## config.mk

```make
export PLATFORM = sky130hd
export DESIGN_NAME = hzd_detector
export DESIGN_NICKNAME = d
export VERILOG_FILES = /design/src/source/hzd_pkg.sv /design/src/source/hzd_ifs.sv /design/src/source/hzd_ctrl_hazard.sv /design/src/source/hzd_data_hazard.sv /design/src/source/hzd_detector.sv /design/src/source/hzd_scoreboard.sv
export VERILOG_INCLUDE_DIRS = /design/src /design/src/source
export SDC_FILE = /design/constraint.sdc
export NUM_CORES = 1
export LEC_CHECK = 0
export BUFFER_PORTS_ARGS = -buffer_cell sky130_fd_sc_hd__clkbuf_2
export CORE_MARGIN = 2
export CORE_UTILIZATION = 55
export CTS_BUF_LIST = sky130_fd_sc_hd__clkbuf_8
export DETAILED_ROUTE_END_ITERATION = 8
export PLACE_DENSITY = 0.86
export SYNTH_ARGS = -nofsm -noshare
export SYNTH_HDL_FRONTEND = slang
export SYNTH_SLANG_ARGS = --single-unit
```

## constraint.sdc

```tcl
create_clock -name clk_i -period 3.6 [get_ports clk_i]
set_input_delay 0.18 -clock clk_i [delete_from_list [all_inputs] [get_ports clk_i]]
set_output_delay 0.18 -clock clk_i [all_outputs]
set_load 0.1 [all_outputs]
```

## src/source/hzd_defs.svh

```systemverilog
// pipe class codes must match the decoder encoding; widths assume 32-entry register files
`ifndef HZD_DEFS_SVH
`define HZD_DEFS_SVH

// register file and instruction geometry
`define HZD_REG_ADDR_W 5
`define HZD_NUM_REGS   32
`define HZD_INSTR_W    32

// execution stages tracked after dispatch
`define HZD_DEP_DEPTH  3

// pipe class of a dispatched instruction
`define HZD_PIPE_W         3
`define HZD_PIPE_INT       3'd0
`define HZD_PIPE_CTL       3'd1
`define HZD_PIPE_AUX       3'd2
`define HZD_PIPE_MEM_EARLY 3'd3
`define HZD_PIPE_MEM_FINAL 3'd4
`define HZD_PIPE_MUL       3'd5
`define HZD_PIPE_FMA       3'd6
// long class covers ops that write back through the late path
`define HZD_PIPE_LONG      3'd7

`endif

```

## src/source/hzd_pkg.sv

```systemverilog
// instruction views cover only the fields the hazard logic reads; immediates are not decoded
`include "hzd_defs.svh"

package hzd_pkg;

  // standard register-register layout
  typedef struct packed
  {
    logic [6:0]                 funct7;
    logic [`HZD_REG_ADDR_W-1:0] rs2_addr;
    logic [`HZD_REG_ADDR_W-1:0] rs1_addr;
    logic [2:0]                 funct3;
    logic [`HZD_REG_ADDR_W-1:0] rd_addr;
    logic [6:0]                 opcode;
  } rv_rtype_s;

  // fused multiply-add layout, third source sits where funct7 was
  typedef struct packed
  {
    logic [`HZD_REG_ADDR_W-1:0] rs3_addr;
    logic [1:0]                 fmt;
    logic [`HZD_REG_ADDR_W-1:0] rs2_addr;
    logic [`HZD_REG_ADDR_W-1:0] rs1_addr;
    logic [2:0]                 rm;
    logic [`HZD_REG_ADDR_W-1:0] rd_addr;
    logic [6:0]                 opcode;
  } rv_r4type_s;

  // one instruction word, read through either layout
  typedef union packed
  {
    rv_rtype_s  rtype;
    rv_r4type_s r4type;
  } rv_instr_u;

endpackage

```

## src/source/hzd_ifs.sv

```systemverilog
// all fields are same-cycle levels with no handshake; the producer keeps them stable per cycle
`include "hzd_defs.svh"

// instruction waiting at issue
interface issue_if
  import hzd_pkg::*;
();
  rv_instr_u instr;
  logic      irs1_v;
  logic      irs2_v;
  logic      frs1_v;
  logic      frs2_v;
  logic      frs3_v;
  logic      iwb_v;
  logic      fwb_v;
  logic      mem_v;
  logic      fence_v;
  logic      csr_v;
  logic      long_v;

  modport data_mp (input instr, irs1_v, irs2_v, frs1_v, frs2_v, frs3_v, iwb_v, fwb_v);
  modport ctrl_mp (input mem_v, fence_v, csr_v, long_v);
endinterface

// instruction leaving issue this cycle
interface disp_if
  import hzd_pkg::*;
();
  logic                   v;
  rv_instr_u              instr;
  logic [`HZD_PIPE_W-1:0] pipe;
  logic                   irf_w;
  logic                   frf_w;
  logic                   mem_v;

  modport data_mp (input v, instr, pipe, irf_w, frf_w);
  modport ctrl_mp (input v, mem_v);
endinterface

```

## src/source/hzd_ctrl_hazard.sv

```systemverilog
// serialization is pessimistic: csr and long ops wait for every in-flight instruction
`include "hzd_defs.svh"

module hzd_ctrl_hazard
(
  input  logic     clk_i,
  input  logic     rst_n_i,
  issue_if.ctrl_mp issue,
  disp_if.ctrl_mp  disp,
  input  logic     cmd_full_i,
  input  logic     credits_full_i,
  input  logic     credits_empty_i,
  input  logic     idiv_ready_i,
  input  logic     fdiv_ready_i,
  input  logic     mem_ready_i,
  input  logic     ptw_busy_i,
  output logic     ctrl_haz_o,
  output logic     struct_haz_o
);

  logic [`HZD_DEP_DEPTH-1:0] instr_v_r;
  logic [`HZD_DEP_DEPTH-1:0] mem_v_r;
  logic                      in_flight;
  logic                      mem_in_flight;
  logic                      fence_haz;
  logic                      credit_haz;
  logic                      serial_haz;

  // one bit per execution stage, same timing as the dependency record
  always_ff @(posedge clk_i)
  begin
    if (!rst_n_i)
    begin
      instr_v_r <= '0;
      mem_v_r   <= '0;
    end
    else
    begin
      instr_v_r <= {instr_v_r[`HZD_DEP_DEPTH-2:0], disp.v};
      mem_v_r   <= {mem_v_r[`HZD_DEP_DEPTH-2:0], disp.v & disp.mem_v};
    end
  end

  assign in_flight     = |instr_v_r;
  assign mem_in_flight = |mem_v_r;

  // fence drains memory traffic and all outstanding credits
  assign fence_haz  = issue.fence_v & (~credits_empty_i | mem_in_flight | ~mem_ready_i);
  assign credit_haz = issue.mem_v & credits_full_i;
  assign serial_haz = (issue.csr_v | issue.long_v) & in_flight;

  assign ctrl_haz_o = fence_haz | credit_haz | serial_haz;

  // long ops may land on either divider, so both must be free
  assign struct_haz_o = ptw_busy_i
                        | cmd_full_i
                        | (issue.mem_v & ~mem_ready_i)
                        | (issue.long_v & (~idiv_ready_i | ~fdiv_ready_i));

  // the walker owns the pipe while busy, so nothing may have dispatched
  a_no_disp_ptw: assert property (@(posedge clk_i) disable iff (!rst_n_i)
    !(disp.v && ptw_busy_i))
    else $error("dispatch while page table walker is busy");

endmodule

```

## src/source/hzd_data_hazard.sv

```systemverilog
// forwarding is assumed from every stage not listed as a hazard; x0 is dropped on entry
`include "hzd_defs.svh"

module hzd_data_hazard
  import hzd_pkg::*;
(
  input  logic                       clk_i,
  input  logic                       rst_n_i,
  issue_if.data_mp                   issue,
  disp_if.data_mp                    disp,
  input  logic                       iwb_late_v_i,
  input  logic [`HZD_REG_ADDR_W-1:0] iwb_rd_i,
  input  logic                       fwb_late_v_i,
  input  logic [`HZD_REG_ADDR_W-1:0] fwb_rd_i,
  output logic                       data_haz_o
);

  localparam int depth_lp = `HZD_DEP_DEPTH;

  rv_rtype_s  isd_r;
  rv_r4type_s isd_r4;
  rv_rtype_s  disp_r;

  // dependency record, stage 0 is the youngest
  logic [`HZD_REG_ADDR_W-1:0] rd_r   [depth_lp];
  logic [`HZD_PIPE_W-1:0]     pipe_r [depth_lp];
  logic [depth_lp-1:0]        iw_r;
  logic [depth_lp-1:0]        fw_r;
  logic [depth_lp-1:0]        iwb_haz;
  logic [depth_lp-1:0]        fwb_haz;
  logic                       rec_haz;
  logic                       sb_haz;

  logic                       score_int_v;
  logic                       score_fp_v;
  logic [1:0]                 irs_match;
  logic                       ird_match;
  logic [2:0]                 frs_match;
  logic                       frd_match;

  // pipes whose integer result is not yet forwardable in a given stage
  function automatic logic int_haz_f(input int stage, input logic [`HZD_PIPE_W-1:0] pipe);
    logic haz;
    case (stage)
      0: haz = pipe inside {`HZD_PIPE_AUX, `HZD_PIPE_MUL, `HZD_PIPE_MEM_EARLY, `HZD_PIPE_MEM_FINAL};
      1: haz = pipe inside {`HZD_PIPE_MUL, `HZD_PIPE_MEM_FINAL};
      default: haz = 1'b0;
    endcase
    return haz;
  endfunction

  // same for floating point, fma stays busy one stage longer
  function automatic logic fp_haz_f(input int stage, input logic [`HZD_PIPE_W-1:0] pipe);
    logic haz;
    case (stage)
      0: haz = pipe inside {`HZD_PIPE_AUX, `HZD_PIPE_MEM_EARLY, `HZD_PIPE_MEM_FINAL, `HZD_PIPE_FMA};
      1: haz = pipe inside {`HZD_PIPE_MEM_FINAL, `HZD_PIPE_FMA};
      2: haz = (pipe == `HZD_PIPE_FMA);
      default: haz = 1'b0;
    endcase
    return haz;
  endfunction

  assign isd_r  = issue.instr.rtype;
  assign isd_r4 = issue.instr.r4type;
  assign disp_r = disp.instr.rtype;

  // writes to x0 never enter the record or the scoreboard
  always_ff @(posedge clk_i)
  begin
    if (!rst_n_i)
    begin
      iw_r <= '0;
      fw_r <= '0;
    end
    else
    begin
      iw_r <= {iw_r[depth_lp-2:0], disp.v & disp.irf_w & (disp_r.rd_addr != '0)};
      fw_r <= {fw_r[depth_lp-2:0], disp.v & disp.frf_w};
    end
  end

  // rd and pipe class shift alongside the write valids
  always_ff @(posedge clk_i)
  begin
    rd_r[0]   <= disp_r.rd_addr;
    pipe_r[0] <= disp.pipe;
    for (int i = 1; i < depth_lp; i++)
    begin
      rd_r[i]   <= rd_r[i-1];
      pipe_r[i] <= pipe_r[i-1];
    end
  end

  always_comb
  begin
    rec_haz = 1'b0;
    for (int i = 0; i < depth_lp; i++)
    begin
      iwb_haz[i] = iw_r[i] & int_haz_f(i, pipe_r[i]);
      fwb_haz[i] = fw_r[i] & fp_haz_f(i, pipe_r[i]);
      rec_haz |= iwb_haz[i] & issue.irs1_v & (isd_r.rs1_addr == rd_r[i]);
      rec_haz |= iwb_haz[i] & issue.irs2_v & (isd_r.rs2_addr == rd_r[i]);
      rec_haz |= fwb_haz[i] & issue.frs1_v & (isd_r.rs1_addr == rd_r[i]);
      rec_haz |= fwb_haz[i] & issue.frs2_v & (isd_r.rs2_addr == rd_r[i]);
      rec_haz |= fwb_haz[i] & issue.frs3_v & (isd_r4.rs3_addr == rd_r[i]);
    end
  end

  // long ops score their destination until the late writeback returns
  assign score_int_v = disp.v & disp.irf_w & (disp.pipe == `HZD_PIPE_LONG)
                       & (disp_r.rd_addr != '0);
  assign score_fp_v  = disp.v & disp.frf_w & (disp.pipe == `HZD_PIPE_LONG);

  hzd_scoreboard #(.num_rs_p(2)) u_int_sb
  (
    .clk_i      (clk_i),
    .rst_n_i    (rst_n_i),
    .score_v_i  (score_int_v),
    .score_rd_i (disp_r.rd_addr),
    .clear_v_i  (iwb_late_v_i),
    .clear_rd_i (iwb_rd_i),
    .rs_i       ({isd_r.rs2_addr, isd_r.rs1_addr}),
    .rd_i       (isd_r.rd_addr),
    .rs_match_o (irs_match),
    .rd_match_o (ird_match)
  );

  hzd_scoreboard #(.num_rs_p(3)) u_fp_sb
  (
    .clk_i      (clk_i),
    .rst_n_i    (rst_n_i),
    .score_v_i  (score_fp_v),
    .score_rd_i (disp_r.rd_addr),
    .clear_v_i  (fwb_late_v_i),
    .clear_rd_i (fwb_rd_i),
    .rs_i       ({isd_r4.rs3_addr, isd_r.rs2_addr, isd_r.rs1_addr}),
    .rd_i       (isd_r.rd_addr),
    .rs_match_o (frs_match),
    .rd_match_o (frd_match)
  );

  // raw on pending sources, waw on a pending destination
  assign sb_haz = (|(irs_match & {issue.irs2_v, issue.irs1_v}))
                  | (issue.iwb_v & ird_match)
                  | (|(frs_match & {issue.frs3_v, issue.frs2_v, issue.frs1_v}))
                  | (issue.fwb_v & frd_match);

  assign data_haz_o = rec_haz | sb_haz;

endmodule

```

## src/source/hzd_detector.sv

```systemverilog
// disp_v_i is trusted to follow dispatch_v_o; both outputs are combinational from the inputs
`include "hzd_defs.svh"

module hzd_detector
  import hzd_pkg::*;
(
  input  logic                       clk_i,
  input  logic                       rst_n_i,
  input  logic [`HZD_INSTR_W-1:0]    isd_instr_i,
  input  logic                       isd_irs1_v_i,
  input  logic                       isd_irs2_v_i,
  input  logic                       isd_frs1_v_i,
  input  logic                       isd_frs2_v_i,
  input  logic                       isd_frs3_v_i,
  input  logic                       isd_iwb_v_i,
  input  logic                       isd_fwb_v_i,
  input  logic                       isd_mem_v_i,
  input  logic                       isd_fence_v_i,
  input  logic                       isd_csr_v_i,
  input  logic                       isd_long_v_i,
  input  logic                       disp_v_i,
  input  logic [`HZD_INSTR_W-1:0]    disp_instr_i,
  input  logic [`HZD_PIPE_W-1:0]     disp_pipe_i,
  input  logic                       disp_irf_w_i,
  input  logic                       disp_frf_w_i,
  input  logic                       disp_mem_v_i,
  input  logic                       iwb_late_v_i,
  input  logic [`HZD_REG_ADDR_W-1:0] iwb_rd_i,
  input  logic                       fwb_late_v_i,
  input  logic [`HZD_REG_ADDR_W-1:0] fwb_rd_i,
  input  logic                       cmd_full_i,
  input  logic                       credits_full_i,
  input  logic                       credits_empty_i,
  input  logic                       idiv_ready_i,
  input  logic                       fdiv_ready_i,
  input  logic                       mem_ready_i,
  input  logic                       ptw_busy_i,
  input  logic                       irq_pending_i,
  output logic                       dispatch_v_o,
  output logic                       interrupt_v_o
);

  logic data_haz;
  logic ctrl_haz;
  logic struct_haz;

  issue_if isd_if ();
  disp_if  dsp_if ();

  assign isd_if.instr   = rv_instr_u'(isd_instr_i);
  assign isd_if.irs1_v  = isd_irs1_v_i;
  assign isd_if.irs2_v  = isd_irs2_v_i;
  assign isd_if.frs1_v  = isd_frs1_v_i;
  assign isd_if.frs2_v  = isd_frs2_v_i;
  assign isd_if.frs3_v  = isd_frs3_v_i;
  assign isd_if.iwb_v   = isd_iwb_v_i;
  assign isd_if.fwb_v   = isd_fwb_v_i;
  assign isd_if.mem_v   = isd_mem_v_i;
  assign isd_if.fence_v = isd_fence_v_i;
  assign isd_if.csr_v   = isd_csr_v_i;
  assign isd_if.long_v  = isd_long_v_i;

  assign dsp_if.v     = disp_v_i;
  assign dsp_if.instr = rv_instr_u'(disp_instr_i);
  assign dsp_if.pipe  = disp_pipe_i;
  assign dsp_if.irf_w = disp_irf_w_i;
  assign dsp_if.frf_w = disp_frf_w_i;
  assign dsp_if.mem_v = disp_mem_v_i;

  hzd_data_hazard u_data
  (
    .clk_i        (clk_i),
    .rst_n_i      (rst_n_i),
    .issue        (isd_if.data_mp),
    .disp         (dsp_if.data_mp),
    .iwb_late_v_i (iwb_late_v_i),
    .iwb_rd_i     (iwb_rd_i),
    .fwb_late_v_i (fwb_late_v_i),
    .fwb_rd_i     (fwb_rd_i),
    .data_haz_o   (data_haz)
  );

  hzd_ctrl_hazard u_ctrl
  (
    .clk_i           (clk_i),
    .rst_n_i         (rst_n_i),
    .issue           (isd_if.ctrl_mp),
    .disp            (dsp_if.ctrl_mp),
    .cmd_full_i      (cmd_full_i),
    .credits_full_i  (credits_full_i),
    .credits_empty_i (credits_empty_i),
    .idiv_ready_i    (idiv_ready_i),
    .fdiv_ready_i    (fdiv_ready_i),
    .mem_ready_i     (mem_ready_i),
    .ptw_busy_i      (ptw_busy_i),
    .ctrl_haz_o      (ctrl_haz),
    .struct_haz_o    (struct_haz)
  );

  // any hazard holds the instruction at issue
  assign dispatch_v_o  = ~(data_haz | ctrl_haz | struct_haz);
  // interrupts wait until the page table walker is idle
  assign interrupt_v_o = irq_pending_i & ~ptw_busy_i;

endmodule

```

## src/source/hzd_scoreboard.sv

```systemverilog
// clear must only target a pending register; a same-edge score and clear leaves it pending
`include "hzd_defs.svh"

module hzd_scoreboard
#(
  parameter int num_rs_p = 2
)
(
  input  logic                                    clk_i,
  input  logic                                    rst_n_i,
  input  logic                                    score_v_i,
  input  logic [`HZD_REG_ADDR_W-1:0]              score_rd_i,
  input  logic                                    clear_v_i,
  input  logic [`HZD_REG_ADDR_W-1:0]              clear_rd_i,
  input  logic [num_rs_p-1:0][`HZD_REG_ADDR_W-1:0] rs_i,
  input  logic [`HZD_REG_ADDR_W-1:0]              rd_i,
  output logic [num_rs_p-1:0]                     rs_match_o,
  output logic                                    rd_match_o
);

  logic [`HZD_NUM_REGS-1:0] pending_r;
  logic [`HZD_NUM_REGS-1:0] pending_n;

  // clear first so a simultaneous score wins
  always_comb
  begin
    pending_n = pending_r;
    if (clear_v_i)
      pending_n[clear_rd_i] = 1'b0;
    if (score_v_i)
      pending_n[score_rd_i] = 1'b1;
  end

  always_ff @(posedge clk_i)
  begin
    if (!rst_n_i)
      pending_r <= '0;
    else
      pending_r <= pending_n;
  end

  // lookups see only registered state
  always_comb
  begin
    for (int i = 0; i < num_rs_p; i++)
      rs_match_o[i] = pending_r[rs_i[i]];
    rd_match_o = pending_r[rd_i];
  end

  // a late writeback must belong to an earlier score
  a_clear_pending: assert property (@(posedge clk_i) disable iff (!rst_n_i)
    clear_v_i |-> pending_r[clear_rd_i])
    else $error("late writeback clears register %0d that is not pending", clear_rd_i);

endmodule

```

==> results.json <==
{
  "powerDensity_mw_per_mm2": 322,
  "syn_area_sq_mm": 0.00634,
  "rsz0062_at_grt": "no",
  "busiest_layer": "met2",
  "cts.sinks": 99,
  "insertedDiodeCount": 0,
  "worstMarginPinSlew_ns": 1.42,
  "dieArea_sq_mm": 0.0124,
  "synth.distinct_cells": 52,
  "clk_pin_slew_worst_paths_ns": 0.10,
  "final_antenna_net_count": 0,
  "synth_edf_count": 0,
  "floorplan.initialDensity_pct": 56.0,
  "finalHoldViolations": 0,
  "gp_congestion": 0.970,
  "syn_nets": 781,
  "portBuffers": 66,
  "grt_max_degree": 75,
  "path_cells": "mux4_2 -> nor2_1 -> a2111oi_0 -> a2111oi_0 -> o2111ai_1 -> nor4_2 -> clkbuf_2",
  "pin_count": 106,
  "path_class": "reg2out",
  "tns_ns": 0,
  "num_vias": 6076,
  "irDropWorstVdd_uv": 318,
  "maxSlewViolCount": 0,
  "detailed_place_hpwl_microns": 13900,
  "cts_made_buffers": 9,
  "use_met3_pct": 5.72,
  "critPathTopFamily": "compound AO/OA/AOI/OAI gates",
  "fin_crit_ns": 3.19,
  "critical_path.slowest_cell": "a2111oi_0",
  "endpoint_kind": "primary output",
  "fp.dieW_microns": 111,
  "fillers": 914,
  "syn_avg_cell_area_sq_um": 9.36,
  "grt_use_total_pct": 30.8,
  "antenna_found_initial": 0,
  "dpl-instance-area_sq_mm": 0.00666,
  "syn_inst": 677,
  "nets": 823,
  "use_met1_pct": 38.8,
  "cts_root_buf": "clkbuf_8",
  "start_kind": "register",
  "stdcell_area_sq_mm": 0.00690,
  "wl_microns": 19300,
  "finalSetupViolations": 0,
  "hp-class": "in2reg",
  "first_global_vias": 6035,
  "clk_latency_ns": 0.38,
  "viasPerCell": 7.01,
  "synth_seq_area_share_pct": 31.3,
  "cp_data_required_time_ns": 3.42,
  "grt_pass1_wl_microns": 30600,
  "cpMostUsedCell": "a2111oi_0",
  "relSlewSlack_pct": 4.81,
  "dr.pass1.iters": 5,
  "area_delta_synth_final_pct": 8.90,
  "seqCellArea_sq_mm": 0.00198,
  "ys.flop_type": "dfxtp_1",
  "skew_ns": 0.00616,
  "max_freq_ghz": 0.314,
  "leakage_nw": 2.55,
  "drive_gt1_share_pct": 19.9,
  "dr.first_iter.drc_count": 963,
  "clk_path_buf_depth": 2,
  "wl_per_cell_microns": 22.2,
  "coreArea_sq_mm": 0.0113,
  "yosys_warnings": 0,
  "rows": 39,
  "cpPeakStageDelay_ns": 0.62,
  "drc": 0,
  "cts_tree": "yes",
  "status": "complete, no violations",
  "ys_ff_latch": 99,
  "multi_input_area_sq_mm": 0.00411,
  "arrival_ns": 3.01,
  "synthArstFlopShare_pct": 0,
  "grtUsageMet2_pct": 48.8,
  "cp_max_fo": 5,
  "crit_buf_inv": 1,
  "grt_overflow": 0,
  "htreeDepth": 3,
  "drv_cap": 0,
  "post-route-period-util_pct": 88.6,
  "dieHeight_microns": 111
}
==> path summary, 6_finish.rpt <==
kind	cells after the start	slack, ns	startpoint	end
min reg2reg	0	0.36	u_data.pipe_r[0][3]	u_data.pipe_r[0][6]
max reg2reg	2	2.72	u_data.u_fp_sb.pending_r[5]	u_data.u_fp_sb.pending_r[5]
min	2	0.02	disp_irf_w_i	u_data.iw_r[0]
max	7	0.41	u_data.u_fp_sb.pending_r[19]	dispatch_v_o
==> registers in the layout, indices dropped and copies added, names as in the netlist <==
register and count:
u_data.iw_r 2, u_data.u_int_sb.pending_r 32, u_data.pipe_r 9, u_ctrl.instr_v_r 3, u_ctrl.mem_v_r 3, u_data.u_fp_sb.pending_r 32
u_data.fw_r 3, u_data.rd_r 15
==> cell usage after synthesis, types with 4 or more instances <==
cell / instances / area [sq um]
dfxtp_1: 99 / 1980
o21ai_0: 96 / 480
nand2_1: 54 / 203
and2_1: 41 / 257
mux4_2: 36 / 811
a21boi_0: 32 / 240
mux2i_1: 28 / 280
xnor2_1: 28 / 245
nand3_1: 23 / 115
clkbuf_1: 19 / 71.3
nand3b_1: 18 / 135
nor2b_1: 18 / 113
xor2_1: 18 / 158
buf_2: 17 / 85.1
nor2_1: 17 / 63.8
nand4_1: 14 / 87.6
nor4_1: 9 / 56.3
or3b_2: 9 / 78.8
a2111oi_0: 8 / 70.1
a22oi_1: 7 / 52.6
and3_1: 7 / 43.8
mux2_2: 7 / 78.8
or3_1: 6 / 37.5
and3b_1: 4 / 35.0
buf_4: 4 / 30.0
buf_6: 4 / 45.0
mux4_1: 4 / 105
nor3_1: 4 / 20.0
o211ai_1: 4 / 30.0
==> worst reg2reg max path, stage by stage (launching register included) <==
cell and delay, ns:
dfxtp_1 0.48, o21ai_0 0.16, a21boi_0 0.18
==> routing by layer <==
metal | routed length (microns) | vias up
met3 | 2240 | 136
met2 | 9000 | 502
met4 | 1200 | 0
li1 | - | 2610
met5 | 0 | -
met1 | 6820 | 2828
==> kinds of logic after synthesis <==
| kind of cell | after synthesis | synth area share, % |
|---|---|---|
| compound gates | 172 | 17.0 |
| xor+xnor | 46 | 6.36 |
| buf+inv | 48 | 3.89 |
| flops | 99 | 31.3 |
| mux | 77 | 20.5 |
| simple gates | 235 | 21.0 |
==> through the flow <==
step | cells | util [%] | setup WS, ns | total power [W] | hold slack [ns]
after floorplan | 677 | - | 0.238 | 0.00137 | 0.208
after global placement | 848 | 58.9 | 0.611 | 0.00146 | 0.297
after detailed placement | 848 | 58.9 | 0.655 | 0.00147 | 0.298
after CTS | 867 | 61.0 | 0.452 | 0.00221 | 0.0148
after global routing | 867 | 61.0 | 0.257 | 0.00229 | 0.0468
final | 867 | 61.0 | 0.411 | 0.00222 | 0.0234
==> cells in the final DEF (no fill, tap or decap), drive strengths merged, types with 3 or more instances in the layout <==
master	count
dfxtp	99
o21ai	96
clkbuf	76
nand2	54
and2	41
mux4	40
a21boi	32
mux2i	28
xnor2	28
nand3	23
nor2b	18
xor2	18
nand3b	18
nor2	17
nand4	14
nor4	10
or3b	9
mux2	9
a2111oi	8
a22oi	7
and3	7
buf	7
or3	6
inv	6
and3b	4
nor3	4
o211ai	4
o2111ai	3
o41ai	3
a21oi	3
a211oi	3
o22ai	3
o311a	3
nor3b	3
dlygate4sd3	3
==> report_power, final <==
| group | leakage (nW) | switching [W] | internal [W] |
|---|---|---|---|
| sequential | 0.808 | 0.0000204 | 0.00111 |
| clock | 0.108 | 0.000415 | 0.000348 |
| combinational | 1.64 | 0.000198 | 0.000128 |
==> area by class of cell <==
| type | count | share of cell area (%) |
|---|---|---|
| multi-input cells | 530 | 59.5 |
| well taps | 143 | 2.59 |
| flip-flops and latches | 99 | 28.7 |
| inverters | 3 | 0.163 |
| clock inverters | 6 | 1.02 |
| clock buffers | 10 | 1.99 |
| repair buffers | 76 | 5.98 |
==> repair_timing <==
action / CTS / global route
hold buffers: 3 / 0
gates resized for setup: 0 / 0
endpoints found under the setup margin: 0 / 0
buffers inserted: 0 / 0
hold endpoints to repair: 3 / 0
(Power assumes the default switching activity.)
